`src/isa_pkg.sv`:
```
package isa_pkg;

  ////////////////////////////////////////////////////////////
  // Datapath geometry
  ////////////////////////////////////////////////////////////

  // Integer register width
  localparam int unsigned XLEN       = 32;
  // Register index width
  localparam int unsigned REG_ADDR_W = 5;
  // Shift amount width
  localparam int unsigned SHAMT_W    = $clog2(XLEN);

  // One quotient bit per iteration
  localparam int unsigned DIV_CYCLES = 32;
  localparam int unsigned DIV_CNT_W  = $clog2(DIV_CYCLES);

  ////////////////////////////////////////////////////////////
  // Operator encodings
  ////////////////////////////////////////////////////////////

  // ALU operators
  // Upper six codes are the branch comparisons
  typedef enum logic [3:0] {
    ALU_ADD  = 4'h0,
    ALU_SUB  = 4'h1,
    ALU_AND  = 4'h2,
    ALU_OR   = 4'h3,
    ALU_XOR  = 4'h4,
    ALU_SLL  = 4'h5,
    ALU_SRL  = 4'h6,
    ALU_SRA  = 4'h7,
    ALU_SLT  = 4'h8,
    ALU_SLTU = 4'h9,
    ALU_EQ   = 4'hA,
    ALU_NE   = 4'hB,
    ALU_LT   = 4'hC,
    ALU_GE   = 4'hD,
    ALU_LTU  = 4'hE,
    ALU_GEU  = 4'hF
  } alu_op_e;

  // Multiplier operators, low word or one of three high-word modes
  typedef enum logic [1:0] {
    MUL_L   = 2'b00,
    MUL_H   = 2'b01,
    MUL_HSU = 2'b10,
    MUL_HU  = 2'b11
  } mul_op_e;

  // Divider operators
  typedef enum logic [1:0] {
    DIV_S = 2'b00,
    DIV_U = 2'b01,
    REM_S = 2'b10,
    REM_U = 2'b11
  } div_op_e;

  // Cause reported with a retired instruction
  typedef enum logic [1:0] {
    EXC_NONE    = 2'b00,
    EXC_ILLEGAL = 2'b01,
    EXC_ECALL   = 2'b10,
    EXC_EBREAK  = 2'b11
  } exc_cause_e;

endpackage

```
`src/pipe_pkg.sv`:
```
package pipe_pkg;

  import isa_pkg::*;

  ////////////////////////////////////////////////////////////
  // Stage-to-stage records
  ////////////////////////////////////////////////////////////

  // Decoded instruction as handed from ID to EX
  typedef struct packed {
    logic                  instr_valid;
    logic [XLEN-1:0]       pc;
    // Functional unit selects
    logic                  alu_en;
    logic                  mul_en;
    logic                  div_en;
    alu_op_e               alu_operator;
    mul_op_e               mul_operator;
    div_op_e               div_operator;
    // Source operands, operand_c carries the branch target
    logic [XLEN-1:0]       operand_a;
    logic [XLEN-1:0]       operand_b;
    logic [XLEN-1:0]       operand_c;
    // Destination
    logic                  rf_we;
    logic [REG_ADDR_W-1:0] rf_waddr;
    // Exception flags raised upstream
    logic                  illegal_insn;
    logic                  ecall_insn;
    logic                  ebrk_insn;
  } id_ex_pipe_t;

  // Executed instruction held in the EX/WB register
  typedef struct packed {
    logic                  instr_valid;
    logic [XLEN-1:0]       pc;
    logic                  rf_we;
    logic [REG_ADDR_W-1:0] rf_waddr;
    logic [XLEN-1:0]       rf_wdata;
    logic                  illegal_insn;
    logic                  ecall_insn;
    logic                  ebrk_insn;
  } ex_wb_pipe_t;

  // Record presented at the retire port
  typedef struct packed {
    logic [XLEN-1:0]       pc;
    logic                  rf_we;
    logic [REG_ADDR_W-1:0] rf_waddr;
    logic [XLEN-1:0]       rf_wdata;
    exc_cause_e            cause;
  } retire_t;

  // Controller commands to EX
  typedef struct packed {
    // Drop the instruction in EX
    logic kill_ex;
    // Stall EX without dropping
    logic halt_ex;
  } ctrl_t;

endpackage

```
`src/ex_alu.sv`:
```
`timescale 1ns/1ps

module ex_alu import isa_pkg::*; (
  input  logic            clk,
  input  logic            rst_n,

  input  alu_op_e         operator_i,
  input  logic [XLEN-1:0] operand_a_i,
  input  logic [XLEN-1:0] operand_b_i,

  output logic [XLEN-1:0] result_o,
  output logic            cmp_result_o,

  input  logic            valid_i,
  output logic            ready_o,
  output logic            valid_o,
  input  logic            ready_i
);

  // Extended difference gives both carry and sign
  logic [XLEN:0]    diff;
  logic             lt_u;
  logic             lt_s;
  logic             eq;
  logic [SHAMT_W-1:0] shamt;

  assign diff  = {1'b0, operand_a_i} - {1'b0, operand_b_i};
  // Borrow out means a below b unsigned
  assign lt_u  = diff[XLEN];
  // Signs differ so the negative one is smaller
  assign lt_s  = (operand_a_i[XLEN-1] ^ operand_b_i[XLEN-1]) ?
                 operand_a_i[XLEN-1] : diff[XLEN-1];
  assign eq    = (operand_a_i == operand_b_i);
  assign shamt = operand_b_i[SHAMT_W-1:0];

  // Arithmetic, logic and shifts
  always_comb begin
    result_o = '0;
    case (operator_i)
      ALU_ADD:  result_o = operand_a_i + operand_b_i;
      ALU_SUB:  result_o = diff[XLEN-1:0];
      ALU_AND:  result_o = operand_a_i & operand_b_i;
      ALU_OR:   result_o = operand_a_i | operand_b_i;
      ALU_XOR:  result_o = operand_a_i ^ operand_b_i;
      ALU_SLL:  result_o = operand_a_i << shamt;
      ALU_SRL:  result_o = operand_a_i >> shamt;
      ALU_SRA:  result_o = $signed(operand_a_i) >>> shamt;
      ALU_SLT:  result_o = {{(XLEN-1){1'b0}}, lt_s};
      ALU_SLTU: result_o = {{(XLEN-1){1'b0}}, lt_u};
      default:  result_o = '0;
    endcase
  end

  // Branch comparisons
  always_comb begin
    case (operator_i)
      ALU_EQ:  cmp_result_o = eq;
      ALU_NE:  cmp_result_o = !eq;
      ALU_LT:  cmp_result_o = lt_s;
      ALU_GE:  cmp_result_o = !lt_s;
      ALU_LTU: cmp_result_o = lt_u;
      ALU_GEU: cmp_result_o = !lt_u;
      default: cmp_result_o = 1'b0;
    endcase
  end

  // Single cycle, handshake passes straight through
  assign valid_o = valid_i;
  assign ready_o = ready_i;

endmodule

```
`src/ex_div.sv`:
```
`timescale 1ns/1ps

module ex_div import isa_pkg::*; (
  input  logic            clk,
  input  logic            rst_n,

  input  div_op_e         operator_i,
  input  logic [XLEN-1:0] op_a_i,
  input  logic [XLEN-1:0] op_b_i,

  output logic [XLEN-1:0] result_o,

  input  logic            valid_i,
  output logic            ready_o,
  output logic            valid_o,
  input  logic            ready_i
);

  typedef enum logic [1:0] {
    IDLE,
    RUN,
    DONE
  } div_state_e;

  div_state_e           state_q;
  div_state_e           state_d;
  logic [DIV_CNT_W-1:0] cnt_q;
  logic                 last;

  // Operand conditioning
  logic                 op_signed;
  logic                 a_neg;
  logic                 b_neg;
  logic [XLEN-1:0]      abs_a;
  logic [XLEN-1:0]      abs_b;
  logic                 div_zero;

  // Iteration datapath
  logic [XLEN-1:0]      divisor_q;
  logic [XLEN-1:0]      quot_q;
  logic [XLEN-1:0]      rem_q;
  logic [XLEN:0]        rem_shift;
  logic [XLEN+1:0]      trial;
  logic                 ge;

  // Sign correction
  logic                 q_neg_q;
  logic                 r_neg_q;
  logic                 is_rem_q;
  logic [XLEN-1:0]      quot_fix;
  logic [XLEN-1:0]      rem_fix;

  assign op_signed = (operator_i == DIV_S) || (operator_i == REM_S);
  assign a_neg     = op_signed && op_a_i[XLEN-1];
  assign b_neg     = op_signed && op_b_i[XLEN-1];
  assign abs_a     = a_neg ? -op_a_i : op_a_i;
  assign abs_b     = b_neg ? -op_b_i : op_b_i;
  assign div_zero  = (op_b_i == '0);

  ////////////////////////////////////////////////////////////
  // Control
  ////////////////////////////////////////////////////////////

  assign last = (cnt_q == DIV_CNT_W'(DIV_CYCLES - 1));

  always_comb begin
    state_d = state_q;
    case (state_q)
      // Zero divisor needs no iterations
      IDLE: if (valid_i) state_d = div_zero ? DONE : RUN;
      RUN: begin
        if (!valid_i) begin
          state_d = IDLE;
        end else if (last) begin
          state_d = DONE;
        end
      end
      DONE: if (ready_i || !valid_i) state_d = IDLE;
      default: state_d = IDLE;
    endcase
  end

  always_ff @(posedge clk, negedge rst_n) begin
    if (!rst_n) begin
      state_q <= IDLE;
      cnt_q   <= '0;
    end else begin
      state_q <= state_d;
      if (state_q == RUN) begin
        cnt_q <= cnt_q + 1'b1;
      end else begin
        cnt_q <= '0;
      end
    end
  end

  ////////////////////////////////////////////////////////////
  // Restoring shift-subtract on magnitudes
  ////////////////////////////////////////////////////////////

  // Dividend bits leave the top of quot_q as quotient bits enter below
  assign rem_shift = {rem_q, quot_q[XLEN-1]};
  assign trial     = {1'b0, rem_shift} - {2'b00, divisor_q};
  assign ge        = !trial[XLEN+1];

  always_ff @(posedge clk) begin
    if (state_q == IDLE && valid_i) begin
      divisor_q <= abs_b;
      // Divide by zero preloads the final answer
      quot_q    <= div_zero ? '1 : abs_a;
      rem_q     <= div_zero ? abs_a : '0;
      q_neg_q   <= (a_neg ^ b_neg) && !div_zero;
      r_neg_q   <= a_neg;
      is_rem_q  <= (operator_i == REM_S) || (operator_i == REM_U);
    end else if (state_q == RUN) begin
      quot_q <= {quot_q[XLEN-2:0], ge};
      rem_q  <= ge ? trial[XLEN-1:0] : rem_shift[XLEN-1:0];
    end
  end

  // Quotient sign from both operands, remainder follows dividend
  // MIN / -1 wraps back to MIN with a zero remainder
  assign quot_fix = q_neg_q ? -quot_q : quot_q;
  assign rem_fix  = r_neg_q ? -rem_q : rem_q;
  assign result_o = is_rem_q ? rem_fix : quot_fix;

  assign valid_o = (state_q == DONE);
  assign ready_o = (state_q == IDLE && !valid_i) || (state_q == DONE && ready_i);

endmodule

```
`src/ex_mult.sv`:
```
`timescale 1ns/1ps

module ex_mult import isa_pkg::*; (
  input  logic            clk,
  input  logic            rst_n,

  input  mul_op_e         operator_i,
  input  logic [XLEN-1:0] op_a_i,
  input  logic [XLEN-1:0] op_b_i,

  output logic [XLEN-1:0] result_o,

  input  logic            valid_i,
  output logic            ready_o,
  output logic            valid_o,
  input  logic            ready_i
);

  typedef enum logic {
    IDLE,
    DONE
  } mul_state_e;

  mul_state_e             state_q;
  mul_state_e             state_d;
  logic                   a_signed;
  logic                   b_signed;
  // Operands widened by one bit so one signed multiply covers all modes
  logic signed [XLEN:0]   op_a_q;
  logic signed [XLEN:0]   op_b_q;
  logic                   high_q;
  logic signed [2*XLEN+1:0] product;

  // MULH signed x signed, MULHSU signed x unsigned, MULHU unsigned
  assign a_signed = (operator_i == MUL_H) || (operator_i == MUL_HSU);
  assign b_signed = (operator_i == MUL_H);

  always_comb begin
    state_d = state_q;
    case (state_q)
      IDLE: if (valid_i) state_d = DONE;
      // Leave on hand-off, or when the request went away
      DONE: if (ready_i || !valid_i) state_d = IDLE;
      default: state_d = IDLE;
    endcase
  end

  always_ff @(posedge clk, negedge rst_n) begin
    if (!rst_n) begin
      state_q <= IDLE;
    end else begin
      state_q <= state_d;
    end
  end

  // First cycle captures the extended operands
  always_ff @(posedge clk) begin
    if (state_q == IDLE && valid_i) begin
      op_a_q <= {a_signed & op_a_i[XLEN-1], op_a_i};
      op_b_q <= {b_signed & op_b_i[XLEN-1], op_b_i};
      high_q <= (operator_i != MUL_L);
    end
  end

  // Second cycle forms the product, stable while in DONE
  assign product  = op_a_q * op_b_q;
  assign result_o = high_q ? product[2*XLEN-1:XLEN] : product[XLEN-1:0];

  assign valid_o = (state_q == DONE);
  assign ready_o = (state_q == IDLE && !valid_i) || (state_q == DONE && ready_i);

endmodule

```
`src/ex_stage.sv`:
```
`timescale 1ns/1ps

module ex_stage import isa_pkg::*, pipe_pkg::*; (
  input  logic            clk,
  input  logic            rst_n,

  // From decode
  input  id_ex_pipe_t     id_ex_i,
  input  ctrl_t           ctrl_i,

  // To writeback
  output ex_wb_pipe_t     ex_wb_o,
  input  logic            wb_ready_i,

  output logic            ex_ready_o,

  // Branch resolution
  output logic            branch_decision_o,
  output logic [XLEN-1:0] branch_target_o
);

  logic            live;
  logic            exc_flag;
  logic            alu_en_gated;
  logic            mul_en_gated;
  logic            div_en_gated;

  logic [XLEN-1:0] alu_result;
  logic            alu_cmp;
  logic            alu_valid;
  logic            alu_ready;
  logic [XLEN-1:0] mul_result;
  logic            mul_valid;
  logic            mul_ready;
  logic [XLEN-1:0] div_result;
  logic            div_valid;
  logic            div_ready;

  logic [XLEN-1:0] ex_result;
  logic            unit_valid;
  logic            ex_valid;

  // EX/WB register
  ex_wb_pipe_t     ex_wb_q;

  // Instruction present and not being killed
  assign live     = id_ex_i.instr_valid && !ctrl_i.kill_ex;
  // Flagged instructions bypass the units
  assign exc_flag = id_ex_i.illegal_insn || id_ex_i.ecall_insn || id_ex_i.ebrk_insn;

  assign alu_en_gated = id_ex_i.alu_en && live && !exc_flag;
  assign mul_en_gated = id_ex_i.mul_en && live && !exc_flag;
  assign div_en_gated = id_ex_i.div_en && live && !exc_flag;

  ////////////////////////////////////////////////////////////
  // Functional units
  ////////////////////////////////////////////////////////////

  ex_alu alu_i (
    .clk          (clk),
    .rst_n        (rst_n),
    .operator_i   (id_ex_i.alu_operator),
    .operand_a_i  (id_ex_i.operand_a),
    .operand_b_i  (id_ex_i.operand_b),
    .result_o     (alu_result),
    .cmp_result_o (alu_cmp),
    .valid_i      (alu_en_gated),
    .ready_o      (alu_ready),
    .valid_o      (alu_valid),
    .ready_i      (wb_ready_i)
  );

  ex_mult mult_i (
    .clk        (clk),
    .rst_n      (rst_n),
    .operator_i (id_ex_i.mul_operator),
    .op_a_i     (id_ex_i.operand_a),
    .op_b_i     (id_ex_i.operand_b),
    .result_o   (mul_result),
    .valid_i    (mul_en_gated),
    .ready_o    (mul_ready),
    .valid_o    (mul_valid),
    .ready_i    (wb_ready_i)
  );

  ex_div div_i (
    .clk        (clk),
    .rst_n      (rst_n),
    .operator_i (id_ex_i.div_operator),
    .op_a_i     (id_ex_i.operand_a),
    .op_b_i     (id_ex_i.operand_b),
    .result_o   (div_result),
    .valid_i    (div_en_gated),
    .ready_o    (div_ready),
    .valid_o    (div_valid),
    .ready_i    (wb_ready_i)
  );

  // Divider result takes priority over multiplier and ALU
  always_comb begin
    if (id_ex_i.div_en) begin
      ex_result  = div_result;
      unit_valid = div_valid;
    end else if (id_ex_i.mul_en) begin
      ex_result  = mul_result;
      unit_valid = mul_valid;
    end else begin
      ex_result  = alu_result;
      unit_valid = alu_valid;
    end
  end

  // Halt blocks the hand-off so the held instruction is not loaded twice
  assign ex_valid = (unit_valid || exc_flag) && live && !ctrl_i.halt_ex;

  // Kill drains EX at once and otherwise EX waits for every unit and WB
  assign ex_ready_o = ctrl_i.kill_ex ||
                      (alu_ready && mul_ready && div_ready && wb_ready_i && !ctrl_i.halt_ex);

  assign branch_decision_o = alu_cmp;
  assign branch_target_o   = id_ex_i.operand_c;

  ////////////////////////////////////////////////////////////
  // EX/WB register
  ////////////////////////////////////////////////////////////

  // Load on valid, bubble on empty slot, hold while WB is stalled
  always_ff @(posedge clk, negedge rst_n) begin
    if (!rst_n) begin
      ex_wb_q <= '0;
    end else if (wb_ready_i) begin
      if (ex_valid) begin
        ex_wb_q <= '{
          instr_valid:  1'b1,
          pc:           id_ex_i.pc,
          rf_we:        id_ex_i.rf_we,
          rf_waddr:     id_ex_i.rf_waddr,
          rf_wdata:     ex_result,
          illegal_insn: id_ex_i.illegal_insn,
          ecall_insn:   id_ex_i.ecall_insn,
          ebrk_insn:    id_ex_i.ebrk_insn
        };
      end else begin
        ex_wb_q.instr_valid <= 1'b0;
      end
    end
  end

  assign ex_wb_o = ex_wb_q;

endmodule

```
`src/exec_core.sv`:
```
`timescale 1ns/1ps

module exec_core import isa_pkg::*, pipe_pkg::*; (
  input  logic            clk,
  input  logic            rst_n,

  // Decode side
  input  id_ex_pipe_t     id_ex_i,
  input  ctrl_t           ctrl_i,
  output logic            ex_ready_o,

  // Branch resolution
  output logic            branch_decision_o,
  output logic [XLEN-1:0] branch_target_o,

  // Retire side
  output logic            retire_valid_o,
  output retire_t         retire_o,
  input  logic            retire_ready_i
);

  ex_wb_pipe_t ex_wb;
  logic        wb_ready;

  ex_stage ex_stage_i (
    .clk               (clk),
    .rst_n             (rst_n),
    .id_ex_i           (id_ex_i),
    .ctrl_i            (ctrl_i),
    .ex_wb_o           (ex_wb),
    .wb_ready_i        (wb_ready),
    .ex_ready_o        (ex_ready_o),
    .branch_decision_o (branch_decision_o),
    .branch_target_o   (branch_target_o)
  );

  wb_stage wb_stage_i (
    .clk            (clk),
    .rst_n          (rst_n),
    .ex_wb_i        (ex_wb),
    .wb_ready_o     (wb_ready),
    .retire_valid_o (retire_valid_o),
    .retire_o       (retire_o),
    .retire_ready_i (retire_ready_i)
  );

endmodule

```
`src/wb_stage.sv`:
```
`timescale 1ns/1ps

module wb_stage import isa_pkg::*, pipe_pkg::*; (
  input  logic        clk,
  input  logic        rst_n,

  // From EX/WB register
  input  ex_wb_pipe_t ex_wb_i,
  output logic        wb_ready_o,

  // Retire port
  output logic        retire_valid_o,
  output retire_t     retire_o,
  input  logic        retire_ready_i
);

  exc_cause_e cause;
  logic       load;
  logic       wr_en;

  // Cause priority illegal, then ecall, then ebreak
  always_comb begin
    if (ex_wb_i.illegal_insn) begin
      cause = EXC_ILLEGAL;
    end else if (ex_wb_i.ecall_insn) begin
      cause = EXC_ECALL;
    end else if (ex_wb_i.ebrk_insn) begin
      cause = EXC_EBREAK;
    end else begin
      cause = EXC_NONE;
    end
  end

  // No write for flagged instructions or for x0
  assign wr_en = ex_wb_i.rf_we && (cause == EXC_NONE) && (ex_wb_i.rf_waddr != '0);

  // Free when empty or the current record is taken this cycle
  assign wb_ready_o = !retire_valid_o || retire_ready_i;
  assign load       = wb_ready_o && ex_wb_i.instr_valid;

  always_ff @(posedge clk, negedge rst_n) begin
    if (!rst_n) begin
      retire_valid_o <= 1'b0;
    end else if (wb_ready_o) begin
      retire_valid_o <= ex_wb_i.instr_valid;
    end
  end

  // Record stays put while the retire port is stalled
  always_ff @(posedge clk) begin
    if (load) begin
      retire_o <= '{
        pc:       ex_wb_i.pc,
        rf_we:    wr_en,
        rf_waddr: ex_wb_i.rf_waddr,
        rf_wdata: ex_wb_i.rf_wdata,
        cause:    cause
      };
    end
  end

endmodule
```
`config.mk`:
```
export PLATFORM = sky130hd
export DESIGN_NAME = exec_core
export DESIGN_NICKNAME = d
export VERILOG_FILES = /design/src/isa_pkg.sv /design/src/pipe_pkg.sv /design/src/ex_alu.sv /design/src/ex_div.sv /design/src/ex_mult.sv /design/src/ex_stage.sv /design/src/exec_core.sv /design/src/wb_stage.sv
export SDC_FILE = /design/constraint.sdc
export NUM_CORES = 2
export LEC_CHECK = 0
export ABC_AREA = 0
export BUFFER_PORTS_ARGS = -buffer_cell sky130_fd_sc_hd__buf_2
export CORE_MARGIN = 2
export CORE_UTILIZATION = 55
export DETAILED_ROUTE_END_ITERATION = 10
export PLACE_DENSITY = 0.7
export SYNTH_ARGS = -nofsm -noshare
export SYNTH_HDL_FRONTEND = slang
export SYNTH_HIERARCHICAL = 1
export SYNTH_SLANG_ARGS = --single-unit
```
`constraint.sdc`:
```
create_clock -name clk -period 11.35 [get_ports clk]
set_clock_uncertainty 0.05 [all_clocks]
set_input_delay 2.27 -clock clk [delete_from_list [all_inputs] [get_ports clk]]
set_output_delay 2.27 -clock clk [all_outputs]
set_load 0.02 [all_outputs]
```
==> summary.md <==
| Metric | Value |
|---|---|
| CTS Root Cell | clkbuf_16 |
| Hold endpoint | wb_stage_i/retire_o[2] |
| Cell count after placement | about 8400 |
| Synth Area in XOR/XNOR | roughly 3.1% |
| Mean Syn Cell Area | about 9 sq um |
| Most frequent cells in the layout | 1244 x inv_1, 1129 x fa_1, 836 x nand2_1 |
| Worst Setup End Kind | flip-flop |
| Port Buffer Count | between 150 and 200 |
| Leakage | roughly 32 nW |
| Nets@finish | about 8600 |
| Critical Path Source Type | flip-flop |
| First-pass GRT wire length | around 320 mm |
| FF+latch area | approximately 9000 sq um |
| Critical Path Fanout Max | 33 |
| Slowest stage delay, CP | 1.07 ns |
| Post-DR wirelength/cell | 24.0 um |
| Reg-to-Reg End | ex_stage_i/ex_wb_o[27] |
| Adder-Cell Fraction of Synth Area | a little over two fifths |
| Chip height | roughly 350 um |
| DP Area | 66000 sq um |
| Clock transition at path regs | about 0.070 ns |
| Hold_sp | ex_stage_i/ex_wb_o[3] |
| Synth Net Count | around 8700 |
| Area occupied by multi-input gates | roughly 48000 sq um |
| Detailed-placement wirelength estimate | ~160 mm |
| Hold Crit Class | reg -> reg |
| Detailed-route wire length | 204 mm |
| Worst R2R Path Depth | 28 |
| WP data arrival | a little under 10 ns |
| I/O pin count | about 260 |
| Fmax | 105 MHz |
| Clock Path Buffers | 3 |
| Layout cells sized above 1 | just over 7% |
| Fin area | 67300 sq um |
| Core Area | 116000 sq um |
| Delay-heaviest family, CP | adder cells |
| Final hold violation count | 0 |
| GPL Wtd Cong | between 0.9 and 1 |
| ANT nets after route | 0 |
| Drc violations | 0 |
| Sink Count | roughly 320 |
| All-Layer GR Usage | 35.0% |
| Vias in the first global route | about 53000 |
| Number of fill cells | 10200 |
| Synth area leaders | fa_1 35%, edfxtp_1 11%, inv_1 7.3%, ha_1 6.8%, and2_1 5.4% |
| Post-synth top area cell | fa_1 |
| Initial antenna violation count | 4 |
| Worst Tran Pin Value | about 1.4 ns |
| Mapped Area | roughly 64000 sq um |
| Die width | ~350 um |
| Largest net degree at the start of global routing | 67 |
| R2R Setup Slk | around 1.8 ns |
| Post-synthesis mux area share | under 10% |
| RR Startpoint | ex_stage_i/mult_i/op_b_q[1] |
| Critical Path RT | around 12 ns |
| Setup violators final | 0 |
| Mapped Cells | 7034 |
| Period utilization | between 80% and 90% |
| Post-synth EDFFs | ~240 |
| Pwr dens | about 140 nW/um^2 |
| Num rows | around 130 |
| Final Worst Setup Slack | about 1.8 ns |
| Routed vias/inst | 6.04 |
| Total gr overflow | 0 |
| Commonest non-fill, non-tap cell in the layout | inv_1 |
| Clk_lat worst skew | around 0.60 ns |
| Main combinational cell family by area after synthesis | adder cells |
| Initial DRC count | roughly 5400 |
| Seq/Total Area, Yosys | 14.4% |
| DP Worst Slack | about 1.9 ns |
| Yosys warnings | 6 |
| Peak supply drop | approximately 0.00023 V |
| Die area | 119000 sq um |
| Setup Crit Path Kind | reg -> reg |
| Via count | between 50000 and 60000 |
| Hold Path Stages | 0 |
| Resize count post-CTS | 0 |
| Post-CTS Hold Buffers | 0 |
| H-Tree Depth | 2 |
| Fin cells | 8512 |
| Post CTS Setup Buffer Count | 0 |
| TritonCTS Buffers | 37 |
| Top_reg_cell synth | edfxtp_1 |
| Status | finished clean |
| Syn-to-layout area delta | 4.83% |
| Fin. max-slew vios | 0 |
| CTS tree | done |
| CP dominant cell by count | fa_1 |
| First drt pass iteration count | 6 |
| Initial core utilization | 55.4% |
| Setup TNS | 0 ns |
| Post-synthesis compound-gate area fraction | a little over a tenth |
| Worst Path Buf+Inv | 4 |
| Area fraction of the dominant cell type after synthesis | about a third |
| Final min period | between 9 and 10 ns |
| CP max stage cell | edfxtp_1 |
| Fraction of the mapped netlist area in simple logic gates | 15.4% |
| Flops & latches, synth | 321 |
| Max-slew headroom | roughly 6% |
| Unrepaired setup endpoints after global routing | false |
| Max-cap viol count | 0 |
| Async SR Flop Fraction | 25.9% |
| Cell variety after synth | 115 |
## worst max-delay path by stage
stage | cells past startpoint | endpoint | slack [ns] | startpoint
2_1_floorplan | 18 | branch_decision_o | 2.74 | id_ex_i[43]
6_report | 28 | ex_stage_i/ex_wb_o[27] | 1.84 | ex_stage_i/mult_i/op_b_q[1]
4_1_cts | 28 | ex_stage_i/ex_wb_o[27] | 1.90 | ex_stage_i/mult_i/op_b_q[1]
3_3_place_gp | 28 | ex_stage_i/ex_wb_o[32] | 2.05 | ex_stage_i/mult_i/op_b_q[1]
3_5_place_dp | 28 | ex_stage_i/ex_wb_o[27] | 1.95 | ex_stage_i/mult_i/op_b_q[1]
5_1_grt | 28 | ex_stage_i/ex_wb_o[32] | 1.09 | ex_stage_i/mult_i/op_b_q[1]
## routing by layer
layer	track usage (%)	share of wire, %	up-vias
met5	0	0.0064	-
li1	-	-	22200
met3	5.50	9.7	550
met1	48.4	40	26000
met2	55.3	45	2730
met4	14.1	5.0	2
## final cells by class
type | instances | area share, %
multi-input combinational | 5046 | 72.0
sequential | 321 | 13.7
inverter | 1248 | 6.97
tap | 1524 | 2.84
timing repair buffer | 303 | 2.66
clock buffer | 50 | 1.51
clock inverter | 18 | 0.303
antenna | 2 | 0.00744
## cell usage after synthesis, types with 57 or more instances
master,number
inv_1,1245
fa_1,1129
nand2_1,836
and2_1,554
ha_1,350
clkbuf_1,319
nor2_1,301
a21oi_1,294
o21ai_0,284
edfxtp_1,238
mux2i_1,134
xnor2_1,131
xor2_1,99
dfrtp_1,83
nor3_1,59
nand3_1,57
## registers in the layout, summed over array words and instances (netlist names)
name                        flops
ex_stage_i/ex_wb_o             74
wb_stage_i/retire_o            72
ex_stage_i/mult_i/op_a_q       33
ex_stage_i/mult_i/op_b_q       33
ex_stage_i/div_i/divisor_q     32
ex_stage_i/div_i/quot_q        32
ex_stage_i/div_i/rem_q         32
ex_stage_i/div_i/cnt_q          5
ex_stage_i/div_i/state_q        2
ex_stage_i/div_i/is_rem_q       1
ex_stage_i/div_i/q_neg_q        1
ex_stage_i/div_i/r_neg_q        1
ex_stage_i/mult_i/high_q        1
ex_stage_i/mult_i/valid_o       1
wb_stage_i/retire_valid_o       1
## cell families after synthesis
family          Yosys count
simple gates           2036
flops                   321
compound gates         1083
mux                     218
fa+ha+maj              1479
xor+xnor                230
buf+inv                1667
## metrics by stage
step	hold slack, ns	total power [W]	util, %
floorplan	0.369	0.00626	-
global placement	0.375	0.00835	57.0
detailed placement	0.375	0.00835	57.0
CTS	0.388	0.00963	58.0
global route	0.403	0.0105	58.0
finish	0.393	0.00970	58.0
## report_power, final
group | switching (W) | internal (W) | leakage [nW]
clock | 0.000525 | 0.000707 | 0.600
combinational | 0.00437 | 0.00262 | 28.0
sequential | 0.0000839 | 0.00139 | 3.19
No activity file was read; power rests on OpenSTA's default activity.
